## src/rtl/mcb_settings.svh

```systemverilog
`ifndef MCB_SETTINGS_SVH
`define MCB_SETTINGS_SVH

// word widths on user and memory side
`define MCB_DATA_W      16          // one sdram word
`define MCB_ADDR_W      24          // word address, bank/row/col
`define MCB_LEN_W       24          // transfer length in words

// address split
`define MCB_BANK_W      2
`define MCB_ROW_W       13
`define MCB_COL_W       9
`define MCB_ROW_WORDS   512         // words in one sdram row

// burst and fifo sizing
`define MCB_BURST_W     10          // needs to hold a full row, 512
`define MCB_FIFO_DEPTH  1024        // entries per direction
`define MCB_FIFO_CNT_W  11          // 0..1024

`endif

```

## src/rtl/mcb_pkg.sv

```systemverilog
`include "mcb_settings.svh"

package mcb_pkg;

    // same 24 bits seen two ways
    typedef union packed {
        logic [`MCB_ADDR_W-1:0] linear;         // flat word address, advanced per burst
        struct packed {
            logic [`MCB_BANK_W-1:0] bank;       // top bits
            logic [`MCB_ROW_W-1:0]  row;
            logic [`MCB_COL_W-1:0]  col;        // distance to row end comes from here
        } field;
    } mcb_addr_u;

endpackage

```

## src/rtl/mcb_burst_engine.sv

```systemverilog
`timescale 1ns/1ps
`include "mcb_settings.svh"

module mcb_burst_engine (
    input  logic                        clk_sdram,
    input  logic                        rst_n,
    input  logic                        burst_start,
    input  logic                        burst_is_rd,
    input  mcb_pkg::mcb_addr_u          wr_addr,
    input  mcb_pkg::mcb_addr_u          rd_addr,
    input  logic [`MCB_BURST_W-1:0]     wr_len,
    input  logic [`MCB_BURST_W-1:0]     rd_len,
    input  logic                        mem_wr_ack,
    input  logic                        mem_rd_ack,
    output logic                        mem_wr_req,
    output logic                        mem_rd_req,
    output mcb_pkg::mcb_addr_u          mem_addr,
    output logic [`MCB_BURST_W-1:0]     mem_len,
    output logic                        burst_done
);

    import mcb_pkg::*;

    mcb_addr_u                  addr_r;         // held for the whole burst
    logic [`MCB_BURST_W-1:0]    len_r;
    logic [`MCB_BURST_W-1:0]    beat_cnt;       // acknowledged beats so far
    logic                       busy;
    logic                       is_rd_r;
    logic                       beat;

    assign beat       = busy & (is_rd_r ? mem_rd_ack : mem_wr_ack);
    assign burst_done = busy & (beat_cnt == len_r);   // all beats seen
    assign mem_addr   = addr_r;
    assign mem_len    = len_r;

    always_ff @(posedge clk_sdram) begin
        if (burst_start) begin
            addr_r <= burst_is_rd ? rd_addr : wr_addr;
            len_r  <= burst_is_rd ? rd_len  : wr_len;
        end
    end

    always_ff @(posedge clk_sdram or negedge rst_n) begin
        if (!rst_n) begin
            busy       <= 1'b0;
            is_rd_r    <= 1'b0;
            beat_cnt   <= '0;
            mem_wr_req <= 1'b0;
            mem_rd_req <= 1'b0;
        end else if (burst_start) begin
            busy       <= 1'b1;
            is_rd_r    <= burst_is_rd;
            beat_cnt   <= '0;
            mem_wr_req <= ~burst_is_rd;         // level until first ack
            mem_rd_req <= burst_is_rd;
        end else begin
            if (beat) begin
                beat_cnt   <= beat_cnt + 1'b1;
                mem_wr_req <= 1'b0;
                mem_rd_req <= 1'b0;
            end
            if (burst_done) begin
                busy <= 1'b0;                   // back to waiting for a start
            end
        end
    end

endmodule

```

## config.mk

```make
export PLATFORM = sky130hd
export DESIGN_NAME = mcb_burst_engine
export DESIGN_NICKNAME = d
export VERILOG_FILES = /design/src/rtl/mcb_pkg.sv /design/src/rtl/mcb_burst_engine.sv
export VERILOG_INCLUDE_DIRS = /design/src /design/src/rtl
export SDC_FILE = /design/constraint.sdc
export NUM_CORES = 1
export LEC_CHECK = 0
export BUFFER_PORTS_ARGS = -buffer_cell sky130_fd_sc_hd__buf_2
export CORE_MARGIN = 1.5
export CORE_UTILIZATION = 41
export DETAILED_ROUTE_END_ITERATION = 10
export PLACE_DENSITY = 0.76
export SYNTH_ARGS = -nofsm -noshare
export SYNTH_HDL_FRONTEND = slang
export SYNTH_SLANG_ARGS = --single-unit
```

## constraint.sdc

```tcl
create_clock -name clk_sdram -period 1.49 [get_ports clk_sdram]
set_clock_uncertainty 0.15 [all_clocks]
set_input_delay 0.298 -clock clk_sdram [delete_from_list [all_inputs] [get_ports clk_sdram]]
set_output_delay 0.298 -clock clk_sdram [all_outputs]
set_load 0.02 [all_outputs]
```

==> results.md <==
- Mux contribution to synthesized area: 0.182
- Most frequent cells in the layout: buf_2 (106), mux2_2 (34), edfxtp_1 (34)
- XOR/XNOR share of the synthesized area: 0.0639
- DR vias/cell: 4.73
- Clk pin slew, worst setup/hold paths: 0.09 ns
- Combinational share of power: 0.202
- Global route overflow: 0
- Vias in the first global route: 1765
- Crit end category: output pin
- Synth top area share: 0.466
- Place WS: -0.250 ns
- Pint: 2.28 mW
- Largest net degree at the start of global routing: 18
- Number of top-level pins: 111
- P_sw: 0.758 mW
- Syn_nets: 227
- CP Data Arrival Time: 1.56 ns
- Number of fillers in the final layout: 406
- DRC: 0
- HP Class: in -> reg
- Synth area leader: edfxtp_1
- Nets@finish: 373
- Row count: 26
- Initial DRC count: 61
- Inserted Clock Buffers: 5
- Final cell count without fillers: 369
- Die area: 5790 um2
- GRT Util Overall: 0.185
- Crit-path max FO: 2
- TritonCTS clock tree: built
- Fin util: 0.639
- Tmin final: 2.01 ns
- Final hold vios: 0
- Power, Total: 3.04 mW
- Leakage power: 1.49 nW
- Critical path type: reg -> out
- Core outline area: 5140 um2
- RePlAce Congestion: 0.769
- Most common cell after layout, fill and taps aside: buf_2
- Clock sink count: 48
- Area share of and/or/nand/nor cells after synthesis: 0.0816
- MaxCap Viol Count: 0
- P&R area growth vs syn: 49.9%
- Largest family of logic cells by synthesized area: multiplexers
- Achievable Freq: 498 MHz
- Synth unique cells: 26
- Worst-Margin Slew: 0.341 ns
- Critical path required time: 1.04 ns
- Clk buf depth: 2
- Cell count after synthesis: 152
- Syn Area/Cell: 14.4 um2
- Initial antenna violation count: 0
- Synth warnings: 0
- Sequential fraction of the synthesis area: 0.626
- Critical Path Source Type: register
- Antenna Cells: 0
- Pre-antenna DRT Iters: 4
- WHS: 0.147 ns
- Die H: 76.1 um
- FF+latch count, synth: 48
- Antenna-violating nets left: 0
- Slew Limit Fails: 0
- Layout cells sized above 1: 0.662
- Switching part of the total: 0.250
- Detailed Place HPWL: 3.92 mm
- Fin crit share: 1.35
- IR Drop Worst-Case VDD: 0.000593 V
- Final setup fails: 5
- H-tree levels: 2
- Die width: 76.1 um
- Port Buffers: 110
- Setup slack after layout: -0.516 ns
- First-pass GRT wire length: 8.26 mm
- Clock network power share: 0.274
- Normalized max-slew margin: 0.773
- PwrDens: 923 nW/um2
- Ranking of synthesized cells by area: edfxtp_1 (47%), mux2_2 (17%), dfrtp_1 (16%), xor2_1 (4.8%), xnor2_1 (1.6%)
- Placed insts: 356
- Clk_lat worst skew: 0.30 ns
- Compound-Gate Fraction of Synth Area: 0.0223
- Final wirelength: 5.21 mm
- Effective utilization at floorplan: 0.426
- Flop pwr share: 0.524
- Post-Synth Adder-Cell Area: 0.00571
- Wire per inst: 14.1 um
- Violated checks: negative setup slack
- Vias: 1745
- RSZ-0062 raised after global routing: true
- Clock root cell: clkbuf_8
- Netlist Area Pre-Place: 2190 um2
- Outcome: finished, violations left
==> metal layers <==
layer	GRT usage	share of wire	up-vias
met5	0	0	-
met4	0.0722	0.017	0
met3	0.0575	0.072	9
met2	0.319	0.50	71
met1	0.215	0.41	814
li1	-	-	851
==> worst max-delay path, stage by stage, from the launching register on <==
cell,delay (ns)
dfrtp_1,0.41
xnor2_1,0.18
nand4_1,0.14
nor3_2,0.18
and3_2,0.21
buf_4,0.13
==> cells by family (layout without fill, tap and decap cells) <==
| logic type | Yosys count | count (layout) |
|---|---|---|
| compound gates | 9 | 9 |
| xor+xnor | 16 | 16 |
| fa+ha+maj | 1 | 1 |
| buf+inv | 8 | 155 |
| flops | 48 | 48 |
| mux | 35 | 35 |
| simple gates | 35 | 35 |
==> final cells by class <==
type                       instances  area, um2  area share
tap                               70       87.6      0.0266
sequential                        48       1370       0.417
timing repair buffer             145        885       0.269
inverter                           2       7.51     0.00228
multi-input combinational         96        836       0.254
clock buffer                       8        100      0.0305
==> power by group through the flow <==
stage	logic, mW	registers, mW	clock network, mW
after floorplan	0.153	1.74	0
after global placement	0.565	1.61	0
after detailed placement	0.574	1.62	0
after CTS	0.605	1.59	0.856
after global routing	0.659	1.60	0.904
final	0.612	1.59	0.832
==> through the flow <==
stage / cell area (um2) / TNS, ns
2_1_floorplan: 2200 / -0.205
3_3_place_gp: 3050 / -0.269
3_5_place_dp: 3050 / -0.442
4_1_cts: 3240 / -0.935
5_1_grt: 3290 / -1.20
6_report: 3290 / -0.754
==> what timing repair did <==
item,CTS,global route
setup endpoints to repair,5,11
resized for setup,16,12
hold buffers,1,0
setup buffers,4,5
pin swaps,9,12
endpoints found under the hold margin,14,0
==> sequential cells by signal, indices dropped and copies added, names as in the netlist <==
register,count
beat_cnt,10
busy,1
is_rd_r,1
mem_addr,24
mem_len,10
mem_rd_req,1
mem_wr_req,1
==> cells in the mapped netlist (all sizes together) <==
cell / number
clkbuf: 1
xnor2: 4
or3: 2
ha: 1
and3: 2
nand3: 6
mux2: 35
or4: 1
inv: 2
nor3: 1
a21oi: 3
and2: 2
xor2: 12
o21ai: 4
nor2: 7
edfxtp: 34
dfrtp: 14
nor4: 1
nand2: 7
nand4: 5
buf: 5
and4: 1
a31oi: 1
o211ai: 1
==> path summary, 6_finish.rpt <==
path | start | end | slack, ns | cells past startpoint
worst max-delay path | beat_cnt[2] | burst_done | -0.52 | 5
min in group asynchronous | rst_n | beat_cnt[6] | 0.29 | 2
worst max register to register | is_rd_r | beat_cnt[8] | -0.11 | 4
worst min register to register | mem_rd_req | mem_rd_req | 0.36 | 2
worst min-delay path | wr_len[2] | mem_len[2] | 0.15 | 2
max in group asynchronous | rst_n | beat_cnt[9] | 0.65 | 2
Power figures use the tool's default switching activity.
