`config.mk`:
```
export PLATFORM = sky130hd
export DESIGN_NAME = mcb_scheduler
export DESIGN_NICKNAME = d
export VERILOG_FILES = /design/src/rtl/mcb_scheduler.sv
export VERILOG_INCLUDE_DIRS = /design/src /design/src/rtl
export SDC_FILE = /design/constraint.sdc
export NUM_CORES = 1
export LEC_CHECK = 0
export ABC_AREA = 1
export BUFFER_PORTS_ARGS = -buffer_cell sky130_fd_sc_hd__buf_2
export CAP_MARGIN = 20
export CORE_MARGIN = 5
export CORE_UTILIZATION = 47
export CTS_CLUSTER_SIZE = 14
export DETAILED_ROUTE_END_ITERATION = 16
export PLACE_DENSITY = 0.81
export SLEW_MARGIN = 20
export SYNTH_ARGS = -nofsm -noshare
export SYNTH_HDL_FRONTEND = slang
export SYNTH_SLANG_ARGS = --single-unit
```
`constraint.sdc`:
```
create_clock -name clk_sdram -period 1.55 [get_ports clk_sdram]
set_input_delay 0.155 -clock clk_sdram [delete_from_list [all_inputs] [get_ports clk_sdram]]
set_output_delay 0.155 -clock clk_sdram [all_outputs]
set_load 0.02 [all_outputs]
```
`src/rtl/mcb_settings.svh`:
```
`ifndef MCB_SETTINGS_SVH
`define MCB_SETTINGS_SVH

// word widths on user and memory side
`define MCB_DATA_W      16          // one sdram word
`define MCB_ADDR_W      24          // word address, bank/row/col
`define MCB_LEN_W       24          // transfer length in words

// address split
`define MCB_BANK_W      2
`define MCB_ROW_W       13
`define MCB_COL_W       9
`define MCB_ROW_WORDS   512         // words in one sdram row

// burst and fifo sizing
`define MCB_BURST_W     10          // needs to hold a full row, 512
`define MCB_FIFO_DEPTH  1024        // entries per direction
`define MCB_FIFO_CNT_W  11          // 0..1024

`endif

```
`src/rtl/mcb_scheduler.sv`:
```
`timescale 1ns/1ps
`include "mcb_settings.svh"

module mcb_scheduler (
    input  logic                        clk_sdram,
    input  logic                        rst_n,
    input  logic                        mem_init_done,
    input  logic                        wr_pending,
    input  logic                        rd_pending,
    input  logic [`MCB_BURST_W-1:0]     wr_burst_len,
    input  logic [`MCB_BURST_W-1:0]     rd_burst_len,
    input  logic                        wr_last,
    input  logic                        rd_last,
    input  logic [`MCB_FIFO_CNT_W-1:0]  wr_fifo_cnt,
    input  logic [`MCB_FIFO_CNT_W-1:0]  rd_fifo_cnt,
    input  logic                        burst_done,
    output logic                        burst_start,
    output logic                        burst_is_rd,
    output logic                        wr_stage_done,
    output logic                        rd_stage_done,
    output logic                        wr_done,
    output logic                        rd_done
);

    localparam logic [3:0] IDLE          = 4'd0;
    localparam logic [3:0] PRE_WR        = 4'd1;
    localparam logic [3:0] WRITING       = 4'd2;
    localparam logic [3:0] WR_STAGE_CPLT = 4'd3;
    localparam logic [3:0] WR_DONE       = 4'd4;
    localparam logic [3:0] PRE_RD        = 4'd5;
    localparam logic [3:0] READING       = 4'd6;
    localparam logic [3:0] RD_STAGE_CPLT = 4'd7;
    localparam logic [3:0] RD_DONE       = 4'd8;

    logic [3:0] state;
    logic [3:0] state_next;
    logic       rw_toggle;          // 1 gives read the priority
    logic       wr_data_ok;         // whole burst already in write fifo
    logic       rd_room_ok;         // read fifo can take the whole burst
    logic       pick_wr;

    assign wr_data_ok = (wr_fifo_cnt >= {1'b0, wr_burst_len});
    assign rd_room_ok = (({1'b0, rd_fifo_cnt} + {2'b00, rd_burst_len}) <
                         (`MCB_FIFO_CNT_W+1)'(`MCB_FIFO_DEPTH - 1));

    // write goes first unless toggled and a read is waiting
    assign pick_wr = wr_pending && (!rw_toggle || !rd_pending);

    always_comb begin
        state_next = state;
        case (state)
            IDLE: begin
                if (mem_init_done) begin
                    if (pick_wr) begin
                        if (wr_data_ok) begin
                            state_next = PRE_WR;
                        end
                    end else if (rd_pending) begin
                        if (rd_room_ok) begin
                            state_next = PRE_RD;
                        end
                    end
                end
            end
            PRE_WR:        state_next = WRITING;        // one cycle start
            WRITING: begin
                if (burst_done) begin
                    state_next = WR_STAGE_CPLT;
                end
            end
            WR_STAGE_CPLT: state_next = wr_last ? WR_DONE : IDLE;
            WR_DONE:       state_next = IDLE;
            PRE_RD:        state_next = READING;
            READING: begin
                if (burst_done) begin
                    state_next = RD_STAGE_CPLT;
                end
            end
            RD_STAGE_CPLT: state_next = rd_last ? RD_DONE : IDLE;
            RD_DONE:       state_next = IDLE;
            default:       state_next = IDLE;           // unused codes
        endcase
    end

    always_ff @(posedge clk_sdram or negedge rst_n) begin
        if (!rst_n) begin
            state     <= IDLE;
            rw_toggle <= 1'b0;
        end else begin
            state <= state_next;
            if (state == WR_STAGE_CPLT || state == RD_STAGE_CPLT) begin
                rw_toggle <= ~rw_toggle;    // hand priority to the other side
            end
        end
    end

    // moore outputs off the state register
    assign burst_start   = (state == PRE_WR) || (state == PRE_RD);
    assign burst_is_rd   = (state == PRE_RD);
    assign wr_stage_done = (state == WR_STAGE_CPLT);     // tracker advances
    assign rd_stage_done = (state == RD_STAGE_CPLT);
    assign wr_done       = (state == WR_DONE);           // single cycle
    assign rd_done       = (state == RD_DONE);

endmodule

```
==> results.md, run 1 <==
* H-tree depth at 1
* Residual DRC at 0
* Global route overflow at 0
* Commonest cells after routing, fill and taps aside: 58 x nand2_1, 53 x buf_2, 40 x inv_1
* DRT Pass-1 Iters at 6
* Least-Margin Pin Slew at 288.1 ps
* Initial DRC Count at 67
* Max_cap viols at 0
* Top delay family on crit path: simple AND/OR/NAND/NOR gates
* Rows at 18
* Syn Nets at 280
* Setup crit end kind: flip-flop
* Clock Sinks at 5
* Worst skew pair latency at 240 ps
* Crit Path Class: in2reg
* Worst setup SP type: primary input
* Yosys reg bits at 5
* Max-slew headroom at 80.64%
* Fin crit period at 1560 ps
* Total detailed-routing wirelength at 2.840 mm
* Final nets at roughly 350
* CTS tree: built
* Met3 Track Usage GR at less than 1%
* WP data arrival at 1690 ps
* Final period utilization at 100.6%
* Synthesized area at 1181 um2
* CP Buf/Inv Count at 3
* Register area share after synthesis at 10.59%
* Static leakage at 1.049 nW
* Initial antenna violation count at 0
* Layout cells sized above 1 at 28.37%
* Vias per cell at between 4 and 5
* Gpl congestion at 0.8472
* Met2 Usage GRT at 29.78%
* Synth Instances at approximately 210
* Filler Cells Inserted at 241
* I/O pin cnt at 56
* Vias in the first global route at 1315
* Area delta synth->final at 40.57%
* Clock Skews at 4.524 ps
* Die X at 60.13 um
* Port Buffers at 55
* Internal power at 610.0 uW
* Diode count at 0
* CP max FO at 3
* Switching pwr at 556.9 uW
* Final Cell Area at between 1500 and 2000 um2
* Starting Density at around 49%
* GRT Util Overall at 16.32%
* Synthesized area per cell at 5.651 um2
* First-pass GRT wire length at 4.836 mm
* F_max at 641.0 MHz
* GRT busiest layer: met2
* Critical Path Start: rd_burst_len[0]
* DR WL/cell at between 9 and 10 um
* HPWL Detailed at 2.586 mm
* Commonest non-fill, non-tap cell in the layout: nand2_1
* CTS root buffer: clkbuf_4
* Hold Fails Final Rpt at 0
* Final setup fails at 2
* Total die area at roughly 3600 um2
* Clk slew on worst S/H paths at around 40 ps
* Non-filler cells, final at ~310
* DRT antenna net count at 0
* Worst stage delay on the critical path at 370 ps
* Deepest clock path buffer count at 2
* Total core area at 2432 um2
* Vias at 1484
* Met1 usage at 20.43%
* Setup ws final at -9.990 ps
* Critical-path cell with the highest stage delay: fa_1
* Hold/Removal Path Class: in2reg
* RR Startpoint: state[0]
* Status: finished with violations
* Peak VDD IR at a little under 0.8 mV
* Sequential share of power at 20.7%
* Combinational group share of total power at 66.4%
* RSZ-0062 raised after global routing: true
* DP Area at 1597 um2
* CTS Buf Count at 3
* CP required at 1680 ps
* Most used cell, CP: nand2_1
* Clock power share at between 10 and 15%
* Synthesis Warnings at 0
* Hold Path Origin: rd_last
* Die span in y at 60.13 um
* Failing checks: setup timing
* Power Density at 702.8 nW/um2
* Cells along the critical path: buf_6, ha_4, inv_2, fa_1, inv_1, nand3_1, nand2_1, nand2_1, nand2_1, nand2_1, nand2_1, nand2_1, nand2_1, nor2_1, nand2_1, nand2_2, nand4_1, nand2_1
* Switching part of the total at 47.72%
* Placed Cells at 306
* Largest net degree at the start of global routing at 8
* Post-synth cell types at 23
* Slew Viols, Final at 0
-- power groups by stage --
stage	clock [mW]	combinational [mW]	sequential, mW
floorplan	0	0.520	0.228
global placement	0	0.735	0.238
detailed placement	0	0.757	0.239
CTS	0.154	0.768	0.239
global route	0.163	0.887	0.247
finish	0.151	0.775	0.241
-- through the flow --
| step | setup WS (ps) | util [%] | total power [mW] | TNS (ps) | hold WS (ps) |
|---|---|---|---|---|---|
| detailed placement | -309.6 | 65.64 | 0.9959 | -613.5 | -26.09 |
| global route | -244.0 | 68.26 | 1.297 | -473.8 | 165.7 |
| global placement | -262.9 | 65.64 | 0.9729 | -521.5 | -28.56 |
| CTS | -14.27 | 67.95 | 1.161 | -26.99 | 154.6 |
| floorplan | -73.18 | - | 0.7482 | -139.3 | -140.6 |
| finish | -9.990 | 68.26 | 1.167 | -13.60 | 154.6 |
-- kinds of logic after synthesis --
kind of cell    share of synthesized area, %
simple gates                           41.53
flops                                  10.59
compound gates                         10.59
buf+inv                                13.67
fa+ha+maj                              22.88
xor+xnor                              0.7417
-- routing by layer --
layer	wire length, um	vias to the layer above
met5	0	-
met4	31	0
met3	217	5
met2	1370	47
met1	1220	618
li1	-	814
-- final timing paths --
path	end	slack, ps	cells after the start
max in group asynchronous	state[0]	1170	2
worst max register to register	state[2]	200	6
worst min-delay path	state[3]	150	2
worst max-delay path	state[2]	-10	18
worst min register to register	rw_toggle	490	1
min in group asynchronous	state[3]	240	2
-- cell type report --
cell class / count / area (um2) / share of cell area (%)
inverter: 43 / 161.4 / 9.721
sequential: 5 / 125.1 / 7.536
multi-input combinational: 161 / 914.6 / 55.09
clock buffer: 4 / 26.28 / 1.583
timing repair buffer: 69 / 395.4 / 23.81
tap: 30 / 37.54 / 2.261
-- cells in the mapped netlist --
cell | n | share of area, %
a21boi_0 | 1 | 0.64
a21oi_1 | 12 | 5.1
a21oi_2 | 1 | 0.74
a221o_1 | 1 | 0.85
a31oi_1 | 1 | 0.53
and3_1 | 1 | 0.53
dfrtp_1 | 5 | 11
fa_1 | 1 | 1.7
ha_1 | 20 | 21
inv_1 | 41 | 13
inv_2 | 2 | 0.64
nand2_1 | 59 | 19
nand2_2 | 1 | 0.53
nand3_1 | 17 | 7.2
nand3b_1 | 1 | 0.64
nand4_1 | 4 | 2.1
nor2_1 | 27 | 8.6
nor2_2 | 1 | 0.53
nor3_1 | 5 | 2.1
o21a_1 | 1 | 0.64
o21ai_0 | 5 | 2.1
or2_0 | 1 | 0.53
xor2_1 | 1 | 0.74
-- what timing repair did --
| item | CTS | global route |
|---|---|---|
| resized for setup | 2 | 2 |
| hold endpoints to repair | 5 | 0 |
| buffers inserted | 1 | 0 |
| setup endpoints to repair | 2 | 2 |
| hold buffers | 1 | 0 |
| pin swaps | 5 | 1 |
-- flip-flops by register name, indices dropped and copies added (netlist names) --
register	cells
state	4
rw_toggle	1
No activity file was read; power rests on OpenSTA's default activity.
==> inputs of run 2 (changes only) <==
- SKIP_CTS_REPAIR_TIMING: default -> 1
==> run 2 against run 1 <==
  * The flow still finishes with violations (setup timing)
  * First-iteration DRC count is 13% higher
  * Combinational power hardly changed
  * Routed wire length is 0.74% higher
  * Flip-flop and latch count stayed put
  * Sequential share of layout area stayed put
  * Non-clock buffer count stayed put
  * Register-to-register slack hardly changed
  * Clock-buffer cell count stayed put
==> results.md, run 2 (synthesized netlist as in run 1, its figures left out) <==
* Total core area at 2432 um2 (unchanged)
* Final setup fails at 2 (unchanged)
* Final nets at 354 (unchanged)
* R2R cell count at 6 (unchanged)
* Setup crit end kind: flip-flop
* DP Area at 1597 um2 (unchanged)
* Top delay family on crit path: simple AND/OR/NAND/NOR gates
* Total detailed-routing wirelength at 2.861 mm (+0.74%)
* CTS Buf Count at 3 (unchanged)
* Non-filler cells, final at 312 (unchanged)
* Met2 Usage GRT at 29.48% (-0.31 points)
* Biggest regs: state: 4 flops, rw_toggle: 1 flops
* Max-slew headroom at 80.51% (-0.13 points)
* DR WL/cell at 9.170 um (+0.74%)
* Worst stage delay on the critical path at 400 ps (+30 ps)
* Hold Fails Final Rpt at 0 (unchanged)
* Top reg by flops: state
* HPWL Detailed at 2.586 mm (unchanged)
* Initial DRC Count at 76 (+13%)
* Hold Path Origin: rd_last
* Static leakage at 1.048 nW (about the same)
* Least-Margin Pin Slew at 290.1 ps (+1.951 ps)
* Layout cells sized above 1 at 28.37% (unchanged)
* Clk slew on worst S/H paths at 40 ps (about the same)
* Die X at 60.13 um (unchanged)
* H-tree depth at 1 (unchanged)
* CP Buf/Inv Count at 2 (-1)
* Power Density at 704.4 nW/um2 (+0.23%)
* R2R Setup Slk at 210 ps (about the same)
* Commonest cells after routing, fill and taps aside: 58 x nand2_1, 53 x buf_2, 40 x inv_1
* Total die area at 3616 um2 (unchanged)
* Hold/Removal Path Class: in2reg
* Failing checks: setup timing
* Port Buffers at 55 (unchanged)
* Met3 Track Usage GR at 0.6479% (unchanged)
* Sequential share of power at 20.6% (about the same)
* WP data arrival at 1740 ps (+50 ps)
* Final period utilization at 104.1% (+3.4 points)
* Die span in y at 60.13 um (unchanged)
* Worst skew pair latency at 240 ps (about the same)
* CP max FO at 2 (-1)
* Fin crit period at 1613 ps (+53.34 ps)
* Slew Viols, Final at 0 (unchanged)
* Initial antenna violation count at 0 (unchanged)
* Vias at 1474 (-0.67%)
* Residual DRC at 0 (unchanged)
* Rows at 18 (unchanged)
* Gpl congestion at 0.8472 (unchanged)
* Final Cell Area at 1660 um2 (unchanged)
* Status: finished with violations
* DRT antenna net count at 0 (unchanged)
* Critical-path cell with the highest stage delay: fa_1
* Min-Delay Endpoint: state[3]
* Crit Path Class: in2reg
* Starting Density at 48.56% (unchanged)
* Clock power share at 12.9% (about the same)
* Setup ws final at -63.33 ps (-53.34 ps)
* CTS tree: built
* First-pass GRT wire length at 4.836 mm (unchanged)
* Peak VDD IR at 0.7806 mV (about the same)
* Largest net degree at the start of global routing at 8 (unchanged)
* Worst setup SP type: primary input
* Hold Path Stages at 2 (unchanged)
* GRT Util Overall at 16.32% (unchanged)
* Commonest non-fill, non-tap cell in the layout: nand2_1
* Deepest clock path buffer count at 2 (unchanged)
* Combinational group share of total power at 66.5% (about the same)
* Global route overflow at 0 (unchanged)
* Clock Skews at 3.455 ps (-1.069 ps)
* Max_cap viols at 0 (unchanged)
* Area delta synth->final at 40.57% (unchanged)
* Switching part of the total at 47.80% (+0.074 points)
* Placed Cells at 306 (unchanged)
* Internal power at 610.5 uW (about the same)
* R2r endpoint: state[2]
* CTS root buffer: clkbuf_4
* Vias in the first global route at 1317 (+0.15%)
* I/O pin cnt at 56 (unchanged)
* Clock Sinks at 5 (unchanged)
* DRT Pass-1 Iters at 4 (-2)
* GRT busiest layer: met2
* Met1 usage at 20.69% (+0.26 points)
* RSZ-0062 raised after global routing: true
* CP required at 1680 ps (about the same)
* RR Startpoint: state[0]
* Switching pwr at 559.0 uW (+0.38%)
* Max reg flops at 4 (unchanged)
* Diode count at 0 (unchanged)
* F_max at 619.8 MHz (-3.3%)
* Cells along the critical path: buf_6, ha_4, inv_2, fa_1, nor2_1, nand3_1, nor2_1, nand3_1, nor2_1, nand2_1, nor2_1, nand2_1, nand2_1, nand2_2, nand4_1, nand2_1
* Vias per cell at 4.724 (-0.67%)
-- run 2: power groups by stage --
stage                     Clock (mW)  Combinational (mW)  Sequential [mW]
after floorplan                    0               0.520            0.228
after global placement             0               0.735            0.238
after detailed placement           0               0.757            0.239
after CTS                      0.154               0.760            0.239
after global routing           0.163               0.888            0.247
final                          0.151               0.778            0.241
-- run 2: worst max path at each step --
stage / from / endpoint / slack [ps] / cells past startpoint
2_1_floorplan: rd_burst_len[0] / state[2] / -70 / 15
3_3_place_gp: rd_burst_len[0] / state[2] / -260 / 16
3_5_place_dp: rd_burst_len[0] / state[0] / -310 / 16
4_1_cts: rd_burst_len[0] / state[0] / -60 / 16
5_1_grt: rd_fifo_cnt[0] / state[2] / -280 / 16
6_report: rd_fifo_cnt[0] / state[2] / -60 / 16
-- run 2: worst reg2reg max path: cells and delay by family, from the launching register on --
kind                   cells  cell delay, ps
AO/OA/AOI/OAI              1             170
buffers and inverters      1             100
flip-flops                 1             410
AND/OR/NAND/NOR            4             590
-- run 2: through the flow --
| stage | utilization, % | setup WS [ps] | hold slack, ps | TNS, ps | total power, mW |
|---|---|---|---|---|---|
| 3_5_place_dp | 65.64 | -309.6 | -26.09 | -613.5 | 0.9959 |
| 4_1_cts | 66.72 | -60.09 | -286.1 | -115.2 | 1.154 |
| 5_1_grt | 68.26 | -282.0 | 165.7 | -549.5 | 1.298 |
| 2_1_floorplan | - | -73.18 | -140.6 | -139.3 | 0.7482 |
| 3_3_place_gp | 65.64 | -262.9 | -28.56 | -521.5 | 0.9729 |
| 6_report | 68.26 | -63.33 | 154.7 | -105.6 | 1.170 |
-- run 2: per-layer routing --
layer | up-vias | wire length [um]
met4 | 0 | 13
met3 | 2 | 184
met2 | 39 | 1398
met5 | - | 0
met1 | 620 | 1265
li1 | 813 | -
-- run 2: cell type report --
class,instances,area (um2)
multi-input cells,161,914.6
fillers,240,772.0
repair buffers,69,395.4
inverters,43,161.4
flip-flops and latches,5,125.1
well taps,30,37.54
clock buffers,4,26.28
