--- config.mk ---
export PLATFORM = sky130hd
export DESIGN_NAME = mcb_transfer_tracker
export DESIGN_NICKNAME = d
export VERILOG_FILES = /design/src/rtl/mcb_pkg.sv /design/src/rtl/mcb_transfer_tracker.sv
export VERILOG_INCLUDE_DIRS = /design/src /design/src/rtl
export SDC_FILE = /design/constraint.sdc
export NUM_CORES = 1
export LEC_CHECK = 0
export ABC_AREA = 1
export BUFFER_PORTS_ARGS = -buffer_cell sky130_fd_sc_hd__buf_2
export CAP_MARGIN = 15
export CELL_PAD_IN_SITES_DETAIL_PLACEMENT = 1
export CELL_PAD_IN_SITES_GLOBAL_PLACEMENT = 2
export CORE_ASPECT_RATIO = 1.75
export CORE_MARGIN = 5
export CORE_UTILIZATION = 34
export DETAILED_ROUTE_END_ITERATION = 12
export PLACE_DENSITY = 0.92
export SLEW_MARGIN = 20
export SYNTH_ARGS = -nofsm -noshare
export SYNTH_HDL_FRONTEND = slang
export SYNTH_SLANG_ARGS = --single-unit
--- constraint.sdc ---
create_clock -name clk_sdram -period 12.6 [get_ports clk_sdram]
set_clock_uncertainty 0.2 [all_clocks]
set_input_delay 2.52 -clock clk_sdram [delete_from_list [all_inputs] [get_ports clk_sdram]]
set_output_delay 2.52 -clock clk_sdram [all_outputs]
set_load 0.02 [all_outputs]
--- src/rtl/mcb_settings.svh ---
`ifndef MCB_SETTINGS_SVH
`define MCB_SETTINGS_SVH

// word widths on user and memory side
`define MCB_DATA_W      16          // one sdram word
`define MCB_ADDR_W      24          // word address, bank/row/col
`define MCB_LEN_W       24          // transfer length in words

// address split
`define MCB_BANK_W      2
`define MCB_ROW_W       13
`define MCB_COL_W       9
`define MCB_ROW_WORDS   512         // words in one sdram row

// burst and fifo sizing
`define MCB_BURST_W     10          // needs to hold a full row, 512
`define MCB_FIFO_DEPTH  1024        // entries per direction
`define MCB_FIFO_CNT_W  11          // 0..1024

`endif

--- src/rtl/mcb_pkg.sv ---
`include "mcb_settings.svh"

package mcb_pkg;

    // same 24 bits seen two ways
    typedef union packed {
        logic [`MCB_ADDR_W-1:0] linear;         // flat word address, advanced per burst
        struct packed {
            logic [`MCB_BANK_W-1:0] bank;       // top bits
            logic [`MCB_ROW_W-1:0]  row;
            logic [`MCB_COL_W-1:0]  col;        // distance to row end comes from here
        } field;
    } mcb_addr_u;

endpackage

--- src/rtl/mcb_transfer_tracker.sv ---
`timescale 1ns/1ps
`include "mcb_settings.svh"

module mcb_transfer_tracker (
    input  logic                        clk_sdram,
    input  logic                        rst_n,
    input  logic                        load,
    input  mcb_pkg::mcb_addr_u          load_addr,
    input  logic [`MCB_LEN_W-1:0]       load_len,
    input  logic                        stage_done,
    output logic                        pending,
    output mcb_pkg::mcb_addr_u          cur_addr,
    output logic [`MCB_BURST_W-1:0]     burst_len,
    output logic                        last_burst
);

    import mcb_pkg::*;

    logic                       load_d1;        // previous load level
    logic                       load_edge_r;    // registered rising edge
    mcb_addr_u                  addr_stage;     // address sampled with the edge
    logic [`MCB_LEN_W-1:0]      len_stage;
    logic [`MCB_LEN_W-1:0]      remaining;      // words still to move
    logic [`MCB_BURST_W-1:0]    to_row_end;     // 1..512
    logic                       fits_in_row;

    // words left before column 512
    assign to_row_end  = `MCB_BURST_W'(`MCB_ROW_WORDS) - {1'b0, cur_addr.field.col};
    assign fits_in_row = (remaining <= `MCB_LEN_W'(to_row_end));
    assign burst_len   = fits_in_row ? remaining[`MCB_BURST_W-1:0] : to_row_end;
    assign last_burst  = fits_in_row;           // this burst empties the transfer

    // capture address and length alongside the edge
    always_ff @(posedge clk_sdram) begin
        addr_stage <= load_addr;
        len_stage  <= load_len;
    end

    always_ff @(posedge clk_sdram or negedge rst_n) begin
        if (!rst_n) begin
            load_d1     <= 1'b0;
            load_edge_r <= 1'b0;
        end else begin
            load_d1     <= load;
            load_edge_r <= load & ~load_d1;     // one cycle after the rise
        end
    end

    always_ff @(posedge clk_sdram or negedge rst_n) begin
        if (!rst_n) begin
            pending   <= 1'b0;
            cur_addr  <= '0;
            remaining <= '0;
        end else begin
            if (load_edge_r && !pending) begin
                pending   <= 1'b1;              // new loads ignored from here on
                cur_addr  <= addr_stage;
                remaining <= len_stage;
            end else if (stage_done) begin
                // step past the burst just finished
                cur_addr.linear <= cur_addr.linear + `MCB_ADDR_W'(burst_len);
                remaining       <= remaining - `MCB_LEN_W'(burst_len);
                if (last_burst) begin
                    pending <= 1'b0;            // count hits zero
                end
            end
        end
    end

endmodule

==> impl_metrics.yaml, run 1 <==
outcome:
  outcome: "finished clean"
timing:
  whs_ps: 196
  period_needed_ps: 6100
  clock.fmax_ghz: 0.164
  setup-violations-final: 0
  slew_viol_final: 0
  tns_ps: 0
  worstMarginPinSlew_ps: 773
  rsz0062_at_grt: "false"
  hold_viol_final: 0
  min_period_over_period_pct: 48.4
  maxSlewHeadroom_pct: 48.5
synth:
  ys.flop_type: "dfrtp_1"
  synth_edf_count: 0
  synth_top_area_share_pct: 21.4
  synth_area_sq_mm: 0.00597
  synth_top_area_cell: "dfrtp_1"
  synth_seq_cells: 99
  synth_top_family_by_area: "simple AND/OR/NAND/NOR gates"
  synthArstFlopShare_pct: 51.5
  postSynthCellCount: 864
  syn_nets: 949
  synth_area_leaders: "dfrtp_1 21%, nand2_1 17%, dfxtp_1 16%"
  synth_compound_gate_area_share_pct: 9.69
  syn_avg_cell_area_sq_um: 6.91
  synth_mux_area_share_pct: 0
  synth-simple-area-share_pct: 33.0
  ys_seq_area_share_pct: 37.5
  synth_cell_types: 37
  synth_xor_area_share_pct: 2.79
  synth_fa_ha_area_share_pct: 7.17
  yosysWarnings: 0
die:
  die_h_um: 185
  start_util_pct: 34.3
  dieArea_sq_mm: 0.0204
  row_count: 64
  ios: 88
  fp.dieW_um: 110
  core-area_sq_mm: 0.0174
worst_hold_path:
  min_to: "load_edge_r"
  hold_class: "reg -> reg"
  hp-start: "load_d1"
  holdPathStages: 1
power_and_ir_drop:
  p_int_mw: 1.03
  p_leak_nw: 3.70
  switchingPower_mw: 1.15
  power_density_mw_per_mm2: 314
  pwr-share-comb_pct: 63.2
  clkPwrFrac_pct: 12.9
  swShare_pct: 52.8
  p_seq_share_pct: 23.9
  irDropWorstVdd_uv: 125
detailed_routing:
  vias: 5786
  drcViolationCount: 0
  ant_nets: 0
  drt_wl_total_um: 19400
  via_per_inst: 4.90
  drt-initial-drc-count: 173
  post_drt_wl_per_cell_um: 16.4
  drt_pass1_iterations: 4
finish:
  layout.nets: 1031
  syn2layout_area_growth_pct: 16.1
  n_fill_cell: 2296
  fin_area_sq_mm: 0.00693
  layout-drive-gt1-share_pct: 15.7
  diodes: 0
critical_path:
  regToRegSetupSlack_ps: 7800
  path_max_fanout: 22
  cp_data_required_time_ps: 9880
  crit_path_end_kind: "output port"
  start_kind: "register"
  r2r_start: "cur_addr[2]"
  crit_arrival_ps: 3380
  worstSetupPathType: "reg -> out"
  reg2reg_depth: 25
  r2r-end: "cur_addr[15]"
cts:
  cts_tree: "built"
  cts_made_buffers: 9
  htreeDepth: 3
  cts_sinks: 99
  cts_setup_buffers: 0
  path_clk_slew_ps: 70
  hold_buffers: 0
  cts_root_buf: "clkbuf_16"
  cts-resized-gates: 0
  clkLatencyLatePin_ps: 360
  clock_path_buffers: 2
grt:
  antenna_found_initial: 0
  grt_pass1_wl_um: 31000
  grt_pass1_vias: 6181
  grt_start_max_net_pins: 52
  grt-ovfl-total: 0
  grt.total_usage_pct: 20.0
place:
  placed_cell_area_sq_mm: 0.00663
  numPortBuffers: 87
  place_congestion: 0.904
  hpwl_um: 15300
job:
  maxCapViolations: 0
flip-flops by register name, indices dropped and copies added (netlist names):
| name | count |
|---|---|
| remaining | 24 |
| load_edge_r | 1 |
| addr_stage | 24 |
| pending | 1 |
| load_d1 | 1 |
| cur_addr | 24 |
| len_stage | 24 |
layout by cell type, fill, tap and decap left out, types with 3 or more instances in the layout:
cell type,instances
a21oi_1,17
buf_2,87
buf_4,5
clkbuf_16,9
dfrtp_1,51
dfxtp_1,48
ha_1,31
inv_1,118
inv_2,10
nand2_1,274
nand2_2,6
nand3_1,75
nand3b_1,8
nand4_1,9
nor2_1,64
nor2_2,6
nor3_1,7
o211ai_1,8
o21ai_0,57
o21ai_2,9
o22ai_1,5
or2_2,5
xnor2_1,3
xor2_1,16
layout make-up:
class	instances	area, sq um	share of cell area, %
Inverter	129	484	6.99
Multi-Input combinational cell	615	3150	45.4
Sequential cell	99	2240	32.3
Clock inverter	6	60.1	0.867
Clock buffer	10	239	3.45
Timing Repair Buffer	92	473	6.83
Tap cell	231	289	4.17
metrics by stage:
| stage | setup WS (ps) | instances | power (mW) | util (%) |
|---|---|---|---|---|
| floorplan | 7080 | 864 | 1.49 | - |
| global placement | 6940 | 1166 | 1.88 | 38.1 |
| detailed placement | 6830 | 1166 | 1.92 | 38.1 |
| CTS | 6430 | 1182 | 2.21 | 39.9 |
| global route | 6180 | 1182 | 2.39 | 39.9 |
| finish | 6500 | 1182 | 2.17 | 39.9 |
worst max-delay path by stage:
stage | from | to | slack [ps]
final | cur_addr[2] | burst_len[1] | 6500
after global routing | cur_addr[1] | burst_len[1] | 6180
after CTS | cur_addr[2] | burst_len[1] | 6430
after detailed placement | cur_addr[2] | burst_len[1] | 6830
after global placement | cur_addr[1] | burst_len[1] | 6940
after floorplan | cur_addr[2] | burst_len[0] | 7080
power by group through the flow:
stage,registers [mW],clock network (mW),logic (mW)
2_1_floorplan,0.535,0,0.960
3_3_place_gp,0.527,0,1.35
3_5_place_dp,0.527,0,1.39
4_1_cts,0.522,0.289,1.40
5_1_grt,0.536,0.301,1.56
6_report,0.520,0.280,1.37
worst max-delay path, cell delays in order (launching register included):
cell     delay, ps
dfrtp_1        440
nor3_2         280
nand3_1        160
nor3_1         310
nand2_1         80
nor2_1         170
inv_1           70
ha_1           300
a21o_1         180
nor3_2         180
nand2_2         90
nand2_4        260
nand2_1        110
o21ai_2        160
buf_2          240
cells in the mapped netlist (7+ instances only):
cell / count
nand2_1: 274
inv_1: 119
nand3_1: 75
nor2_1: 65
o21ai_0: 57
dfrtp_1: 51
dfxtp_1: 48
ha_1: 31
a21oi_1: 17
clkbuf_1: 17
xor2_1: 16
inv_2: 9
nand4_1: 9
o21ai_2: 9
nand3b_1: 8
o211ai_1: 8
nor3_1: 7
kinds of logic after synthesis:
family | Yosys count
flip-flops | 99
adder cells (fa/ha/maj) | 33
XOR/XNOR | 19
buffers and inverters | 150
AO/OA/AOI/OAI | 101
AND/OR/NAND/NOR | 462
routing by layer:
metal,GRT usage [%],vias up,wire [um]
met5,0,-,0
met4,8.78,0,677
met3,3.00,33,576
met2,38.6,111,10900
met1,20.7,2753,7160
li1,-,2889,-
No activity file was read; power rests on OpenSTA's default activity.
==> run 2, diff against run 1 <==
Settings changed: CORE_UTILIZATION 34 to 32, PLACE_DENSITY 0.92 to 0.87.
Clock period 12.6 ns to 5.7 ns, I/O delays scaled along.
==> run 2 against run 1 <==
Hold slack lost 2.2 ps. Critical path type unchanged. Worst setup slack got worse by 5400 ps. Critical endpoint unchanged. Global-route usage down 1.3 points. Design area is 0.25% higher. Die area up 5.8%. Sequential share of layout area fell by 0.081 points. Utilization down 2.3 points. Sequential power grew 130%. Via count is 0.17% lower. Total power rose by 120%. Register-to-register slack worse by 6700 ps.
==> impl_metrics.yaml, run 2 (same netlist as run 1, synthesis figures left out) <==
critical_path:
  worstSetupPathType: "reg -> out"
  cp_data_required_time_ps: 4360
  crit_arrival_ps: 3310
  path_max_fanout: 22
  crit_path_end_kind: "output port"
  start_kind: "register"
cts:
  clkLatencyLatePin_ps: 360
  cts_made_buffers: 9
  cts_tree: "built"
  cts_sinks: 99
  htreeDepth: 3
  path_clk_slew_ps: 70
  hold_buffers: 0
  clock_path_buffers: 2
  cts_setup_buffers: 0
  cts-resized-gates: 0
  cts_root_buf: "clkbuf_16"
die:
  start_util_pct: 32.3
  core-area_sq_mm: 0.0185
  row_count: 66
  die_h_um: 191
  dieArea_sq_mm: 0.0216
  ios: 88
  fp.dieW_um: 113
worst_hold_path:
  hold_class: "reg -> reg"
grt:
  grt.total_usage_pct: 18.7
  grt_start_max_net_pins: 56
  antenna_found_initial: 0
  grt_pass1_vias: 6167
  grt-ovfl-total: 0
  grt_pass1_wl_um: 31300
timing:
  hold_viol_final: 0
  whs_ps: 194
  worstMarginPinSlew_ps: 847
  tns_ps: 0
  slew_viol_final: 0
  min_period_over_period_pct: 81.6
  period_needed_ps: 4650
  clock.fmax_ghz: 0.215
  maxSlewHeadroom_pct: 43.6
  setup-violations-final: 0
  rsz0062_at_grt: "false"
detailed_routing:
  via_per_inst: 4.86
  post_drt_wl_per_cell_um: 16.4
  ant_nets: 0
  drt_pass1_iterations: 6
  drt-initial-drc-count: 192
  drcViolationCount: 0
  vias: 5776
  drt_wl_total_um: 19500
job:
  maxCapViolations: 0
finish:
  syn2layout_area_growth_pct: 16.4
  layout_commonest_cell: "nand2_1"
  fin_area_sq_mm: 0.00695
  diodes: 0
  fin_cells: 1189
  seqCellArea_sq_mm: 0.00224
  n_fill_cell: 2427
  most-common-layout-cells: "274 x nand2_1, 118 x inv_1, 87 x buf_2, 75 x nand3_1, 64 x nor2_1"
  layout-drive-gt1-share_pct: 15.6
  layout.nets: 1031
  multiInputGateArea_sq_mm: 0.00315
  final_util_pct: 37.5
place:
  numPortBuffers: 87
  placed_cell_area_sq_mm: 0.00664
  dpl.cell_count: 1173
  place_congestion: 0.831
  hpwl_um: 15500
power_and_ir_drop:
  power_density_mw_per_mm2: 692
  p_leak_nw: 3.71
  irDropWorstVdd_uv: 277
outcome:
  outcome: "finished clean"
## run 2: changes by cell type in the layout (fill, tap and decap cells not counted)
cell / previous run / this run
clkbuf_16: 9 / 10
clkinv_8: 1 / 0
clkinv_4: 2 / 1
clkbuf_8: 1 / 2
inv_6: 0 / 2
clkinvlp_4: 2 / 0
inv_8: 1 / 0
clkbuf_1: 0 / 1
## run 2: routing by layer
layer | vias up | GRT usage (%) | wire [um]
met5 | - | 0 | 0
met4 | 0 | 8.70 | 735
met3 | 32 | 2.22 | 445
met2 | 94 | 36.9 | 11000
met1 | 2755 | 19.0 | 7390
li1 | 2895 | - | -
## run 2: worst paths after layout
check                       startpoint           end  slack (ps)  cells after the start
setup / recovery           cur_addr[2]  burst_len[1]        1050                     14
hold / removal                 load_d1   load_edge_r         190                      1
setup reg to reg           cur_addr[2]  cur_addr[20]        1060                     24
hold reg to reg                load_d1   load_edge_r         190                      1
max in group asynchronous        rst_n  cur_addr[17]        4010                      2
min in group asynchronous        rst_n       load_d1         380                      1
## run 2: power breakdown
part           switching, mW  total (mW)  internal (mW)
Sequential             0.276        1.17          0.890
Combinational           1.95        3.01           1.05
Clock                  0.283       0.634          0.351
## run 2: metrics by stage
step	worst slack [ps]	total power, mW
2_1_floorplan	1250	3.30
3_3_place_gp	1110	4.17
3_5_place_dp	1020	4.22
4_1_cts	974	4.89
5_1_grt	518	5.29
6_report	1050	4.81
## run 2: worst max-delay path, stage by stage, from the launching register on
cell and delay, ps:
dfrtp_1 430, nor3_2 250, nand3_1 160, nor3_1 290, nand2_1 80, nor2_1 160
inv_1 70, ha_1 310, a21o_1 180, nor3_2 160, nand2_2 80, nand2_4 250
nand2_1 120, o21ai_2 170, buf_2 240
## run 2: area by class of cell
type / count / area share, %
clock buffers: 13 / 4.05
clock inverters: 3 / 0.378
inverters: 129 / 6.97
multi-input cells: 615 / 45.3
flip-flops and latches: 99 / 32.2
well taps: 238 / 4.29
repair buffers: 92 / 6.81
==> run 3, diff against run 2 <==
Settings changed: CORE_UTILIZATION 32 to 29, PLACE_DENSITY 0.87 to 0.84.
Clock period 5.7 ns to 3.8 ns, I/O delays scaled along.
==> run 3 against run 2 <==
The run now ends with setup timing left. Register-to-register slack worse by 1600 ps. Routed wire length is 15% higher. Hold slack improved by 1.2 ps. Critical endpoint is now cur_addr[6].
==> impl_metrics.yaml, run 3 (same netlist as run 1, synthesis figures left out) <==
outcome:
  outcome: "finished with violations"
  violations: "setup timing"
job:
  maxCapViolations: 0
critical_path:
  cp_data_required_time_ps: 3830
  crit_path_end_kind: "register"
  cp_cell_sequence: "nor3_4 > nand3_2 > nor3_4 > xor2_1 > ha_1 > a21oi_2 > o21a_1 > nand2_1 > nand2_1 > nand2_2 > nand2_4 > buf_12 > o21ai_4 > ha_4 > fa_2 > nand2_4 > nand2_2 > nand3b_1 > nand2_2 > buf_6 > xor2_1 > nor2_1 > o22ai_1"
  crit_top_cell: "nand2_2"
  r2r_start: "cur_addr[2]"
  critical_path.slowest_cell: "dfrtp_2"
  start_kind: "register"
  crit_arrival_ps: 4340
  cp_slowest_stage_delay_ps: 450
  startpoint: "cur_addr[2]"
  path_max_fanout: 5
  worstSetupPathType: "reg -> reg"
die:
  core-area_sq_mm: 0.0203
  fp.dieW_um: 118
  dieArea_sq_mm: 0.0237
  row_count: 69
  start_util_pct: 29.4
  ios: 88
  die_h_um: 200
finish:
  most-common-layout-cells: "189 x nand2_1, 104 x inv_1, 82 x buf_4, 76 x buf_2, 61 x nand2_2"
  diodes: 0
  layout-drive-gt1-share_pct: 42.9
  seqCellArea_sq_mm: 0.00224
  layout.nets: 1140
  multiInputGateArea_sq_mm: 0.00430
  layout_commonest_cell: "nand2_1"
  syn2layout_area_growth_pct: 53.4
  n_fill_cell: 2483
  fin_cells: 1308
grt:
  antenna_found_initial: 0
  grt_pass1_vias: 6790
  grt-ovfl-total: 0
  grt_start_max_net_pins: 51
  grt.total_usage_pct: 18.1
  grt_pass1_wl_um: 34300
timing:
  slew_viol_final: 0
  hold_viol_final: 0
  layout_setup_ws_ps: -506
  tns_ps: -19640
  worstMarginPinSlew_ps: 863
  min_period_over_period_pct: 113
  clock.fmax_ghz: 0.232
  rsz0062_at_grt: "true"
  maxSlewHeadroom_pct: 42.4
  period_needed_ps: 4310
  whs_ps: 195
  setup-violations-final: 56
cts:
  clkLatencyLatePin_ps: 370
  cts_made_buffers: 9
  clock_path_buffers: 2
  cts_root_buf: "clkbuf_16"
  cts_tree: "built"
  hold_buffers: 0
  path_clk_slew_ps: 80
  htreeDepth: 3
  cts_sinks: 99
place:
  dpl.cell_count: 1266
  dp_slack_ps: -357
  hpwl_um: 15800
  numPortBuffers: 87
  place_congestion: 0.858
detailed_routing:
  ant_nets: 0
  drt_pass1_iterations: 4
  post_drt_wl_per_cell_um: 17.2
  vias: 6308
  drcViolationCount: 0
  drt_wl_total_um: 22500
  via_per_inst: 4.82
  drt-initial-drc-count: 264
worst_hold_path:
  hp-start: "load_d1"
  hold_class: "reg -> reg"
run 3: changes by cell type in the layout (fill, tap and decap cells not counted), moves of 19 or more:
cell / delta
nand2_1: -85
buf_4: +77
o21ai_0: -20
o21ai_1: +19
nor2_1: -21
nand2_4: +29
buf_6: +39
nand2_2: +55
ha_4: +21
ha_1: -21
nand3_2: +22
nand3_1: -26
run 3: layer usage:
layer  global-route usage, %  up-vias  routed length [um]
li1                        -     3109                   -
met3                    3.24       46                 825
met4                    7.23        0                 919
met2                    34.9      126               12100
met5                       0        -                   0
met1                    19.4     3027                8670
run 3: final cells by class:
class | instances | share of cell area (%)
Tap cell | 248 | 3.39
Inverter | 129 | 5.40
Multi-Input combinational cell | 615 | 47.0
Sequential cell | 99 | 24.5
Timing Repair Buffer | 201 | 16.6
Clock inverter | 6 | 0.601
Clock buffer | 10 | 2.61
run 3: worst paths after layout:
kind	endpoint	slack (ps)	cells past startpoint
max	cur_addr[6]	-510	23
min	load_edge_r	200	1
max reg2reg	cur_addr[6]	-510	23
min reg2reg	load_edge_r	200	1
max in group asynchronous	remaining[21]	2240	2
min in group asynchronous	cur_addr[6]	290	1
run 3: worst max-delay path, delay by kind of cell (launching register included):
family	cells	cell delay (ps)
xor gates and xnor gates	2	380
adders and majority gates	3	880
AOI/OAI and AO/OA	4	490
buffers and inverters	2	300
and+or+nand+nor	12	1480
DFF	1	450
run 3: repair_timing:
| action | 4_1_cts | 5_1_grt |
|---|---|---|
| pin swaps | 65 | 92 |
| setup endpoints to repair | 56 | 56 |
| gates resized for setup | 150 | 124 |
| cloned | 1 | 0 |
| hold endpoints to repair | 0 | 0 |
| buffers inserted | 12 | 18 |
run 3: through the flow:
| stage | area [sq um] | utilization, % |
|---|---|---|
| floorplan | 6300 | - |
| global placement | 7630 | 37.6 |
| detailed placement | 7630 | 37.6 |
| CTS | 8610 | 42.5 |
| global route | 9160 | 45.1 |
| finish | 9160 | 45.1 |
Power of run 3 is not shown: default switching activity piles up to over one toggle a cycle in this logic, so the estimate is an artifact.
